$ cat src/source/scrub_settings.svh
// Scrubber project constants
//   channel count and DDR address width
//   scrub range and burst geometry
//   APB register map and control register fields
//   fixed ID words shown when debug is off

`ifndef SCRUB_SETTINGS_SVH
`define SCRUB_SETTINGS_SVH

// Memory side
`define NUM_DDR               4
`define DDR_ADDR_W            64
`define SCRB_MAX_ADDR         64'h0000_0000_0000_1FFF
`define SCRB_BURST_LEN_MINUS1 15
`define SCRB_BEAT_BYTES       64

// Register side
`define APB_ADDR_W            8
`define REG_CTL_OFS           8'h00
`define REG_STATUS_OFS        8'h04
`define CL_ID0                32'hF001_1D0F
`define CL_ID1                32'h1D51_FEDD

// Control register layout, enables sit in the low NUM_DDR bits
`define CTL_DBG_EN_BIT        31
`define CTL_DBG_SEL_LSB       28

`endif

$ cat src/source/scrub_mem_pkg.sv
// Memory-side types of the scrubber
//   DDR byte address
//   one-bit-per-channel vector
//   scrubber state encoding

`include "scrub_settings.svh"

package scrub_mem_pkg;

   // Full DDR byte address
   typedef logic [`DDR_ADDR_W-1:0] ddr_addr_t;

   // Bit i belongs to channel i
   typedef logic [`NUM_DDR-1:0] ddr_chan_vec_t;

   typedef enum logic [1:0] {
      IDLE = 2'd0,
      REQ  = 2'd1,
      DONE = 2'd2
   } scrub_state_t;

endpackage

$ cat src/source/scrub_reg_pkg.sv
// Register-side types of the scrubber
//   APB address
//   32-bit register word
//   debug channel select field

`include "scrub_settings.svh"

package scrub_reg_pkg;

   // APB byte address
   typedef logic [`APB_ADDR_W-1:0] apb_addr_t;

   // Control and status register data
   typedef logic [31:0] reg_word_t;

   // Channel shown on the ID outputs in debug mode
   typedef logic [2:0] dbg_sel_t;

endpackage

$ cat src/source/scrub_ctrl_regs.sv
// APB slave of the scrubber
//   control register with channel enables and debug fields
//   read mux for control and status words
//   error response on unmapped offsets

`timescale 1ns/100ps

`include "scrub_settings.svh"

module scrub_ctrl_regs (
   input  logic                        clk,
   input  logic                        sync_rst_n,

   // APB slave
   input  scrub_reg_pkg::apb_addr_t    paddr,
   input  logic                        psel,
   input  logic                        penable,
   input  logic                        pwrite,
   input  scrub_reg_pkg::reg_word_t    pwdata,
   output scrub_reg_pkg::reg_word_t    prdata,
   output logic                        pready,
   output logic                        pslverr,

   // From the status block
   input  scrub_reg_pkg::reg_word_t    status_word,

   // Control fields
   output scrub_mem_pkg::ddr_chan_vec_t scrub_en,
   output logic                        dbg_en,
   output scrub_reg_pkg::dbg_sel_t     dbg_sel
);

   localparam int DBG_SEL_W = $bits(scrub_reg_pkg::dbg_sel_t);

   scrub_reg_pkg::reg_word_t ctl_q;
   logic                     access;
   logic                     hit_ctl;
   logic                     hit_status;

   // ----------------------------------------
   // Access phase decode
   // ----------------------------------------

   assign access     = psel & penable;
   assign hit_ctl    = (paddr == `REG_CTL_OFS);
   assign hit_status = (paddr == `REG_STATUS_OFS);

   // No wait states
   assign pready = 1'b1;

   // Unmapped offset, read or write
   assign pslverr = access & ~(hit_ctl | hit_status);

   // ----------------------------------------
   // Control register
   // ----------------------------------------

   // Written at the end of the access phase
   always_ff @(posedge clk or negedge sync_rst_n) begin
      if (!sync_rst_n) begin
         ctl_q <= '0;
      end else if (access && pwrite && hit_ctl) begin
         ctl_q <= pwdata;
      end
   end

   // Status is read-only, a write to it is dropped without error
   always_comb begin
      prdata = '0;
      if (access && !pwrite) begin
         if (hit_ctl) begin
            prdata = ctl_q;
         end else if (hit_status) begin
            prdata = status_word;
         end
      end
   end

   // ----------------------------------------
   // Field split
   // ----------------------------------------

   assign scrub_en = ctl_q[`NUM_DDR-1:0];
   assign dbg_en   = ctl_q[`CTL_DBG_EN_BIT];
   assign dbg_sel  = ctl_q[`CTL_DBG_SEL_LSB +: DBG_SEL_W];

endmodule

$ cat src/source/ddr_scrubber.sv
// Per-channel DDR scrubber
//   FSM walking one channel from address 0 to the scrub limit
//   one burst request per handshake
//   done flag and last accepted address for status

`timescale 1ns/100ps

`include "scrub_settings.svh"

module ddr_scrubber (
   input  logic                     clk,
   input  logic                     sync_rst_n,

   input  logic                     enable,
   input  logic                     ddr_ready,

   // Burst request to the memory
   output logic                     req_valid,
   output scrub_mem_pkg::ddr_addr_t req_addr,
   input  logic                     req_ready,

   // To the status block
   output logic                     done,
   output scrub_mem_pkg::ddr_addr_t cur_addr
);

   // Bytes covered by one burst
   localparam scrub_mem_pkg::ddr_addr_t BURST_BYTES =
      scrub_mem_pkg::ddr_addr_t'((`SCRB_BURST_LEN_MINUS1 + 1) * `SCRB_BEAT_BYTES);

   scrub_mem_pkg::scrub_state_t state;
   scrub_mem_pkg::ddr_addr_t    next_addr;
   logic                        accept;
   logic                        last_burst;

   assign accept     = req_valid & req_ready;
   assign next_addr  = req_addr + BURST_BYTES;
   assign last_burst = (next_addr > `SCRB_MAX_ADDR);

   // ----------------------------------------
   // Scrub FSM
   // ----------------------------------------

   always_ff @(posedge clk or negedge sync_rst_n) begin
      if (!sync_rst_n) begin
         state    <= scrub_mem_pkg::IDLE;
         req_addr <= '0;
         cur_addr <= '0;
      end else if (!enable) begin
         // Withdraws any pending request
         state <= scrub_mem_pkg::IDLE;
      end else begin
         case (state)
            scrub_mem_pkg::IDLE: begin
               if (ddr_ready) begin
                  state    <= scrub_mem_pkg::REQ;
                  req_addr <= '0;
               end
            end
            scrub_mem_pkg::REQ: begin
               // Address holds while the memory stalls
               if (accept) begin
                  cur_addr <= req_addr;
                  if (last_burst) begin
                     state <= scrub_mem_pkg::DONE;
                  end else begin
                     req_addr <= next_addr;
                  end
               end
            end
            scrub_mem_pkg::DONE: begin
               // Stays here until enable drops
               state <= scrub_mem_pkg::DONE;
            end
            default: begin
               state <= scrub_mem_pkg::IDLE;
            end
         endcase
      end
   end

   // ----------------------------------------
   // Outputs decoded from state
   // ----------------------------------------

   assign req_valid = (state == scrub_mem_pkg::REQ);
   assign done      = (state == scrub_mem_pkg::DONE);

endmodule

$ cat src/source/scrub_status.sv
// Scrubber status collection
//   registered status word with done and ready bits
//   ID outputs, fixed constants or selected channel address

`timescale 1ns/100ps

`include "scrub_settings.svh"

module scrub_status (
   input  logic                          clk,
   input  logic                          sync_rst_n,

   input  scrub_mem_pkg::ddr_chan_vec_t  done,
   input  scrub_mem_pkg::ddr_chan_vec_t  ddr_ready,
   input  scrub_mem_pkg::ddr_addr_t      cur_addr [`NUM_DDR],

   input  logic                          dbg_en,
   input  scrub_reg_pkg::dbg_sel_t       dbg_sel,

   output scrub_reg_pkg::reg_word_t      status_word,
   output scrub_reg_pkg::reg_word_t      cl_id0,
   output scrub_reg_pkg::reg_word_t      cl_id1
);

   localparam int CHAN_W = $clog2(`NUM_DDR);

   scrub_reg_pkg::reg_word_t status_next;
   scrub_mem_pkg::ddr_addr_t sel_addr;
   logic [CHAN_W-1:0]        sel_chan;

   // Done in the low bits, ready from bit 16 up
   always_comb begin
      status_next                 = '0;
      status_next[`NUM_DDR-1:0]   = done;
      status_next[16 +: `NUM_DDR] = ddr_ready;
   end

   // Out-of-range select falls back to channel 0
   always_comb begin
      if (dbg_sel < `NUM_DDR) begin
         sel_chan = CHAN_W'(dbg_sel);
      end else begin
         sel_chan = '0;
      end
   end

   assign sel_addr = cur_addr[sel_chan];

   always_ff @(posedge clk or negedge sync_rst_n) begin
      if (!sync_rst_n) begin
         status_word <= '0;
         cl_id0      <= `CL_ID0;
         cl_id1      <= `CL_ID1;
      end else begin
         status_word <= status_next;
         cl_id0      <= dbg_en ? sel_addr[31:0]  : `CL_ID0;
         cl_id1      <= dbg_en ? sel_addr[63:32] : `CL_ID1;
      end
   end

endmodule

$ cat src/source/ddr_scrub_top.sv
// Top level of the DDR scrubber
//   APB control register block
//   one scrubber per DDR channel
//   status and debug ID block

`timescale 1ns/100ps

`include "scrub_settings.svh"

module ddr_scrub_top (
   input  logic                         clk,
   input  logic                         sync_rst_n,

   // APB slave
   input  scrub_reg_pkg::apb_addr_t     paddr,
   input  logic                         psel,
   input  logic                         penable,
   input  logic                         pwrite,
   input  scrub_reg_pkg::reg_word_t     pwdata,
   output scrub_reg_pkg::reg_word_t     prdata,
   output logic                         pready,
   output logic                         pslverr,

   // Memory side, one lane per channel
   input  scrub_mem_pkg::ddr_chan_vec_t ddr_is_ready,
   output scrub_mem_pkg::ddr_chan_vec_t scrub_req_valid,
   output scrub_mem_pkg::ddr_addr_t     scrub_req_addr [`NUM_DDR],
   input  scrub_mem_pkg::ddr_chan_vec_t scrub_req_ready,

   // Debug IDs
   output scrub_reg_pkg::reg_word_t     cl_id0,
   output scrub_reg_pkg::reg_word_t     cl_id1
);

   scrub_mem_pkg::ddr_chan_vec_t scrub_en;
   scrub_mem_pkg::ddr_chan_vec_t scrub_done;
   scrub_mem_pkg::ddr_addr_t     cur_addr [`NUM_DDR];
   scrub_reg_pkg::reg_word_t     status_word;
   scrub_reg_pkg::dbg_sel_t      dbg_sel;
   logic                         dbg_en;

   // ----------------------------------------
   // Register block
   // ----------------------------------------

   scrub_ctrl_regs u_regs (
      .clk         (clk),
      .sync_rst_n  (sync_rst_n),
      .paddr       (paddr),
      .psel        (psel),
      .penable     (penable),
      .pwrite      (pwrite),
      .pwdata      (pwdata),
      .prdata      (prdata),
      .pready      (pready),
      .pslverr     (pslverr),
      .status_word (status_word),
      .scrub_en    (scrub_en),
      .dbg_en      (dbg_en),
      .dbg_sel     (dbg_sel)
   );

   // ----------------------------------------
   // Scrubbers
   // ----------------------------------------

   for (genvar i = 0; i < `NUM_DDR; i++) begin : g_scrub
      ddr_scrubber u_scrub (
         .clk        (clk),
         .sync_rst_n (sync_rst_n),
         .enable     (scrub_en[i]),
         .ddr_ready  (ddr_is_ready[i]),
         .req_valid  (scrub_req_valid[i]),
         .req_addr   (scrub_req_addr[i]),
         .req_ready  (scrub_req_ready[i]),
         .done       (scrub_done[i]),
         .cur_addr   (cur_addr[i])
      );
   end

   // Status word and ID outputs
   scrub_status u_status (
      .clk         (clk),
      .sync_rst_n  (sync_rst_n),
      .done        (scrub_done),
      .ddr_ready   (ddr_is_ready),
      .cur_addr    (cur_addr),
      .dbg_en      (dbg_en),
      .dbg_sel     (dbg_sel),
      .status_word (status_word),
      .cl_id0      (cl_id0),
      .cl_id1      (cl_id1)
   );

endmodule

$ cat config.mk
export PLATFORM = sky130hd
export DESIGN_NAME = ddr_scrub_top
export DESIGN_NICKNAME = d
export VERILOG_FILES = /design/src/source/scrub_mem_pkg.sv /design/src/source/scrub_reg_pkg.sv /design/src/source/scrub_ctrl_regs.sv /design/src/source/ddr_scrubber.sv /design/src/source/scrub_status.sv /design/src/source/ddr_scrub_top.sv
export VERILOG_INCLUDE_DIRS = /design/src /design/src/source
export SDC_FILE = /design/constraint.sdc
export NUM_CORES = 1
export LEC_CHECK = 0
export BUFFER_PORTS_ARGS = -buffer_cell sky130_fd_sc_hd__buf_2
export CAP_MARGIN = 20
export CORE_UTILIZATION = 32
export DETAILED_ROUTE_END_ITERATION = 16
export PLACE_DENSITY = 0.55
export SYNTH_ARGS = -nofsm -noshare
export SYNTH_HDL_FRONTEND = slang
export SYNTH_HIERARCHICAL = 1
export SYNTH_SLANG_ARGS = --single-unit
$ cat constraint.sdc
create_clock -name clk -period 3 [get_ports clk]
set_input_delay 0.15 -clock clk [delete_from_list [all_inputs] [get_ports clk]]
set_output_delay 0.15 -clock clk [all_outputs]
set_load 0.01 [all_outputs]
; Word level (Yosys, flattened, before mapping)
; Index checks and enable logic that the tools add are counted.
[op_classes]
div = 0
n_eq_ne = 33
addsub = 4
shifts = 0
bitwise = 9
n_reduce_logical = 25
mux = 45
n_mul = 0
order_cmp = 6
[ops]
columns = operator, count
row1 = $mux W64, 14
row2 = $pmux W64 S2, 4
row3 = $add A64 B11 Y64 const B, 4
row4 = $gt A64 B13 Y1 const B, 4
row5 = $bmux W64 S2, 1
row6 = $mux W32, 4
row7 = $ne A3 B3 Y1 const B, 12
row8 = $mux W2, 17
row9 = $ne A2 B2 Y1 const B, 12
row10 = $pmux W2 S3, 4
row11 = $reduce_and A3 Y1, 8
row12 = $mux W20, 1
row13 = $reduce_and A5 Y1, 4
row14 = $eq A2 B1 Y1 const B, 4
row15 = $eq A2 B2 Y1 const B, 4
row16 = $eq A8 B3 Y1 const B, 1
row17 = $logic_not A2 Y1, 4
row18 = $logic_not A8 Y1, 1
row19 = $reduce_bool A2 Y1, 4
row20 = $and A1 B1 Y1, 6
row21 = $ge A3 B3 Y1 const B, 1
row22 = $logic_and A1 B1 Y1, 3
row23 = $lt A3 B3 Y1 const B, 1
row24 = $not A2 Y3, 1
row25 = 3 further kinds, 3
[totals]
out_inout_bits = 358
ram_bits = 0
in_bits = 53
romBits = 0
latchBits = 0
reg_bits = 624
memories = 0

; Longest topological paths before layout
[depth]
depth_word = 7
depth_mapped = 13

; Modules after synthesis
; The synthesis kept the hierarchy.
[modules_own_cells]
columns = module, area_per_inst_um2, instances, cells_per_inst, seq_area_each_um2
row1 = ddr_scrubber, 5497.8, 4, 497, 2752.6
row2 = scrub_status, 4156.5, 1, 359, 1843.0
row3 = scrub_ctrl_regs, 1963.1, 1, 156, 800.8

; Least setup slack after synthesis
; Ideal clock, no wire load.
[synth_path]
path_kind = register to register
startpoint = reg g_scrub[0].u_scrub.req_addr[33]
endpoint = reg g_scrub[0].u_scrub.req_addr[51]
synth_period_minus_slack_ns = 3.205
arrival_ns = 3.087
path_slack_ns = -0.205
t_required_ns = 2.882
path_stages_with_launch = 13
setup_time_ns = 0.118
cell_sequence = dfrtp_1 buf_4 nand3_1 or4_1 nor3_2 nand4_1 a2111oi_2 nand4b_1 nor4_2 nand3_2 a21oi_4 buf_6 nor2b_2
[synth_between]
elab_chain_len = 4
word_cells_on_any_way = 7
[synth_rtl]
columns = item, line_no
row1 = start: declaration, ddr_scrubber.sv:19  ; output scrub_mem_pkg::ddr_addr_t req_addr,
row2 = start signal: assignment, ddr_scrubber.sv:67  ; req_addr <= next_addr;
row3 = $add A64 B11 Y64 (*), ddr_scrubber.sv:37  ; assign next_addr = req_addr + BURST_BYTES;
row4 = $gt A64 B13 Y1 (no source line) / $mux W64 (equally long branches), -
row5 = $ne A2 B2 Y1 (no source line) / $mux W64 (equally long branches), -
row6 = $reduce_and A5 Y1 (no source line) / $pmux W64 S2 (equally long branches), -
; Every way passes the cells marked *; elsewhere a longest branch is shown, timed or not. The select of a mux whose other input is x is not followed.
; A chain may end at the register's enable or synchronous reset.

; Worst setup path in the final report
[layout_path]
startpoint = reg g_scrub[2].u_scrub.req_addr[14]
endpoint = reg g_scrub[2].u_scrub.req_addr[25]
[layout_between]
elab_chain_len = 4
word_cells_on_any_way = 7
[layout_rtl]
columns = item, line_no
row1 = start: declaration, ddr_scrubber.sv:19
row2 = start signal: assignment, ddr_scrubber.sv:67
row3 = $add A64 B11 Y64 (*), ddr_scrubber.sv:37
row4 = $gt A64 B13 Y1 (no source line) / $mux W64 (equally long branches), -
row5 = $ne A2 B2 Y1 (no source line) / $mux W64 (equally long branches), -
row6 = $reduce_and A5 Y1 (no source line) / $pmux W64 S2 (equally long branches), -
; Marked as above.

==> results.cfg <==
[placed_design]
gp_congestion = 0.910
io_buffers = 369
hpwl_mm = 75.6
post-place-ws_ns = -0.434
placed_area_sq_um = 33800

[synth]
synthMostInstantiatedCell = dfrtp_1
netlist_area_sq_um = 28100
ys_types = 72
synth_ff_type = dfrtp_1
yosysTopAreaCellShare_pct = 45.5
synthTopCellsByArea = dfrtp_1 45%, mux2_2 7.3%, mux2i_1 5.4%
ys_warn_count = 6
async_reset_ff_share_pct = 100
ys_seq_area_share_pct = 48.6
ys_ff_latch = 544
netlist_instances = 2503
synth-edff-count = 0
synth_common_cells = 511 x dfrtp_1, 182 x mux2_2, 153 x mux2i_1, 123 x buf_4, 121 x nor2b_2
synth.avg_cell_area_sq_um = 11.2
synth_top_area_cell = dfrtp_1

[timing]
max_freq_mhz = 293
skew_ns = 0.0287
period_needed_ns = 3.41
finalHoldViolations = 0
worst_slew_pin_slew_ns = 0.933
setup_violations = 223
slew_headroom_pct = 37.8
rsz0062_at_grt = yes
report.final.slew_viol_count = 0
period_share_pct = 114
worst_slack_ns = -0.413

[cts]
cts_tree = done
cts.sinks = 544
clock_latency_ns = 0.62
clk_pin_slew_ns = 0.06
cts-buffers-inserted = 67
cts_buffer_depth = 3
cts_root_buffer = clkbuf_16
htreeDepth = 3

[power_and_ir_drop]
power.internal_w = 0.0129
p_total_w = 0.0170
power_frac_seq_pct = 44.1
peakVddDrop_mv = 0.380
pwr-share-clk_pct = 48.9
p_comb_share_pct = 6.9
power_switching_w = 0.00415
power_density_nw_per_um2 = 438
swShare_pct = 24.4
power.leakage_nw = 19.0

[routing]
drtIter0Drc = 1801
antenna_left = 0
via_per_inst = 5.09
wl_met3_mm = 6.33
wl_per_cell_um = 22.7
routed-via-count = 23200
routed.top_layer = met5
route.detailed.drc = 0
drtPass1Iterations = 5
wl_met1_mm = 46.5
wirelength_mm = 103
route.met2.wl_mm = 46.6

[grt]
grt_overflow = 0
grt_max_degree = 98
antenna_found_initial = 5
grt_pass1_wl_mm = 152
track_usage_pct = 22.8
grt_pass1_vias = 22900

[floorplanning]
die_y_um = 298
dieArea_sq_um = 89000
rows = 108
io_pins = 411
die_width_um = 298
core_area_sq_um = 86900
start_util_pct = 32.4

[min_path]
hold_path_class = input port to flip-flop

[cells_and_area]
area_growth_pct = 38.2
drive_above_1_share_pct = 46.1
fin_util_pct = 44.7
design_area_sq_um = 38900
nets = 3414
seqCellArea_sq_um = 13700
fillCellCount = 8153
multi_input_area_sq_um = 14400

[worst_setup_path]
cpMaxStageDelayCell = nor4_4
cp_max_fo = 8
cpPeakStageDelay_ns = 0.44
reg2reg_slack_ns = -0.41
critPathRequiredTime_ns = 3.50
endpoint_kind = flip-flop
crit_chain = nand4_1 > buf_4 > nor3_4 > nand3_1 > or3_1 > o22ai_1 > o211ai_1 > nor4_4 > nand3_2 > a21oi_4 > buf_6 > buf_8 > buf_12 > buf_16 > nor2b_1
worstPathArrival_ns = 3.92
worst-setup-path-type = flip-flop to flip-flop
cp-start-kind = flip-flop

[outcome]
failed_checks = negative setup slack
status = complete, but fails checks

[run]
drv_cap = 0
flip-flops by register name (all words and copies together) (netlist names):
name	cells
g_scrub.u_scrub/cur_addr	216
u_status/status_word	8
u_status/cl_id1	32
g_scrub.u_scrub/state	8
u_regs/ctl_q	32
g_scrub.u_scrub/req_addr	216
u_status/cl_id0	32
power groups by stage:
| stage | registers [W] | clock network [W] | logic, W |
|---|---|---|---|
| final | 0.00751 | 0.00834 | 0.00118 |
| after global routing | 0.00752 | 0.00882 | 0.00129 |
| after CTS | 0.00751 | 0.00852 | 0.00113 |
| after detailed placement | 0.00764 | 0 | 0.00104 |
| after global placement | 0.00764 | 0 | 0.00104 |
| after floorplan | 0.00771 | 0 | 0.000451 |
logic make-up (layout without fill, tap and decap cells):
kind of cell | Yosys count | in the layout | synth area share, %
AO/OA/AOI/OAI | 352 | 352 | 9.04
flip-flops | 544 | 544 | 48.6
multiplexers | 365 | 365 | 14.3
other | 6 | 106 | 0.0801
AND/OR/NAND/NOR | 858 | 858 | 18.3
adder cells (fa/ha/maj) | 24 | 24 | 1.07
XOR/XNOR | 56 | 56 | 1.74
buffers and inverters | 298 | 1088 | 6.81
final timing paths:
path	cells past startpoint	end	start
max	15	g_scrub[2].u_scrub/req_addr[25]	g_scrub[2].u_scrub/req_addr[14]
min reg2reg	2	g_scrub[3].u_scrub/cur_addr[52]	g_scrub[3].u_scrub/cur_addr[52]
max in group asynchronous	3	u_status/cl_id0[2]	sync_rst_n
min	4	g_scrub[0].u_scrub/req_addr[12]	scrub_req_ready[0]
max reg2reg	15	g_scrub[2].u_scrub/req_addr[25]	g_scrub[2].u_scrub/req_addr[14]
min in group asynchronous	2	u_regs/ctl_q[16]	sync_rst_n
per-layer routing:
metal  up-vias  track usage (%)
met5         -                0
met1     11600             32.4
met4         2             7.80
li1      10600                -
met2       837             35.0
met3       191             3.80
final cells by class:
cell class,instances,share of cell area [%]
flip-flops and latches,544,35.3
clock buffers,101,5.17
repair buffers,899,17.5
clock inverters,23,0.676
multi-input cells,1760,37.0
diodes,1,0.00644
inverters,65,0.628
well taps,1155,3.72
worst max-delay path: cells and delay by family (launching register included):
family	cells	cell delay (ns)
and+or+nand+nor	7	1.69
buffers and inverters	5	0.71
AOI/OAI and AO/OA	3	0.55
DFF	1	0.35
layout by cell type, fill, tap and decap left out, types with 20 or more instances in the layout:
cell type / Yosys / final
a21oi_1: 64 / 63
a221oi_1: 31 / 31
a22oi_1: 37 / 37
a31oi_1: 20 / 20
and3_1: 40 / 37
and4_1: 32 / 24
buf_12: 6 / 31
buf_2: 15 / 368
buf_4: 123 / 410
buf_6: 26 / 30
clkbuf_16: 0 / 74
conb_1: 6 / 105
dfrtp_1: 511 / 470
dfrtp_2: 0 / 40
dfstp_2: 33 / 33
dlygate4sd3_1: 0 / 37
ha_1: 24 / 24
inv_1: 65 / 63
mux2_2: 182 / 182
mux2_4: 30 / 30
mux2i_1: 153 / 151
nand2_1: 117 / 112
nand2b_1: 35 / 35
nand3_1: 77 / 63
nand4_1: 72 / 72
nor2_1: 120 / 96
nor2b_1: 56 / 40
nor2b_2: 121 / 47
nor2b_4: 0 / 90
nor3_1: 60 / 52
nor4_1: 48 / 26
o21ai_0: 40 / 40
xnor2_1: 32 / 32
xor2_1: 24 / 24
per-stage QoR:
step,hold WS [ns],setup TNS (ns),instances
floorplan,-0.146,0,2602
global placement,0.225,-53.95,4314
detailed placement,0.229,-61.46,4314
CTS,0.00409,-51.19,4546
global route,0.0338,-89.31,4548
finish,0.0477,-57.21,4548
timing repair:
item	CTS	global route
setup endpoints to repair	224	224
gates resized for setup	187	130
setup buffers	51	11
hold endpoints to repair	101	0
cloned	20	6
hold buffers	37	0
pin swaps	45	50
Power figures use the tool's default switching activity.
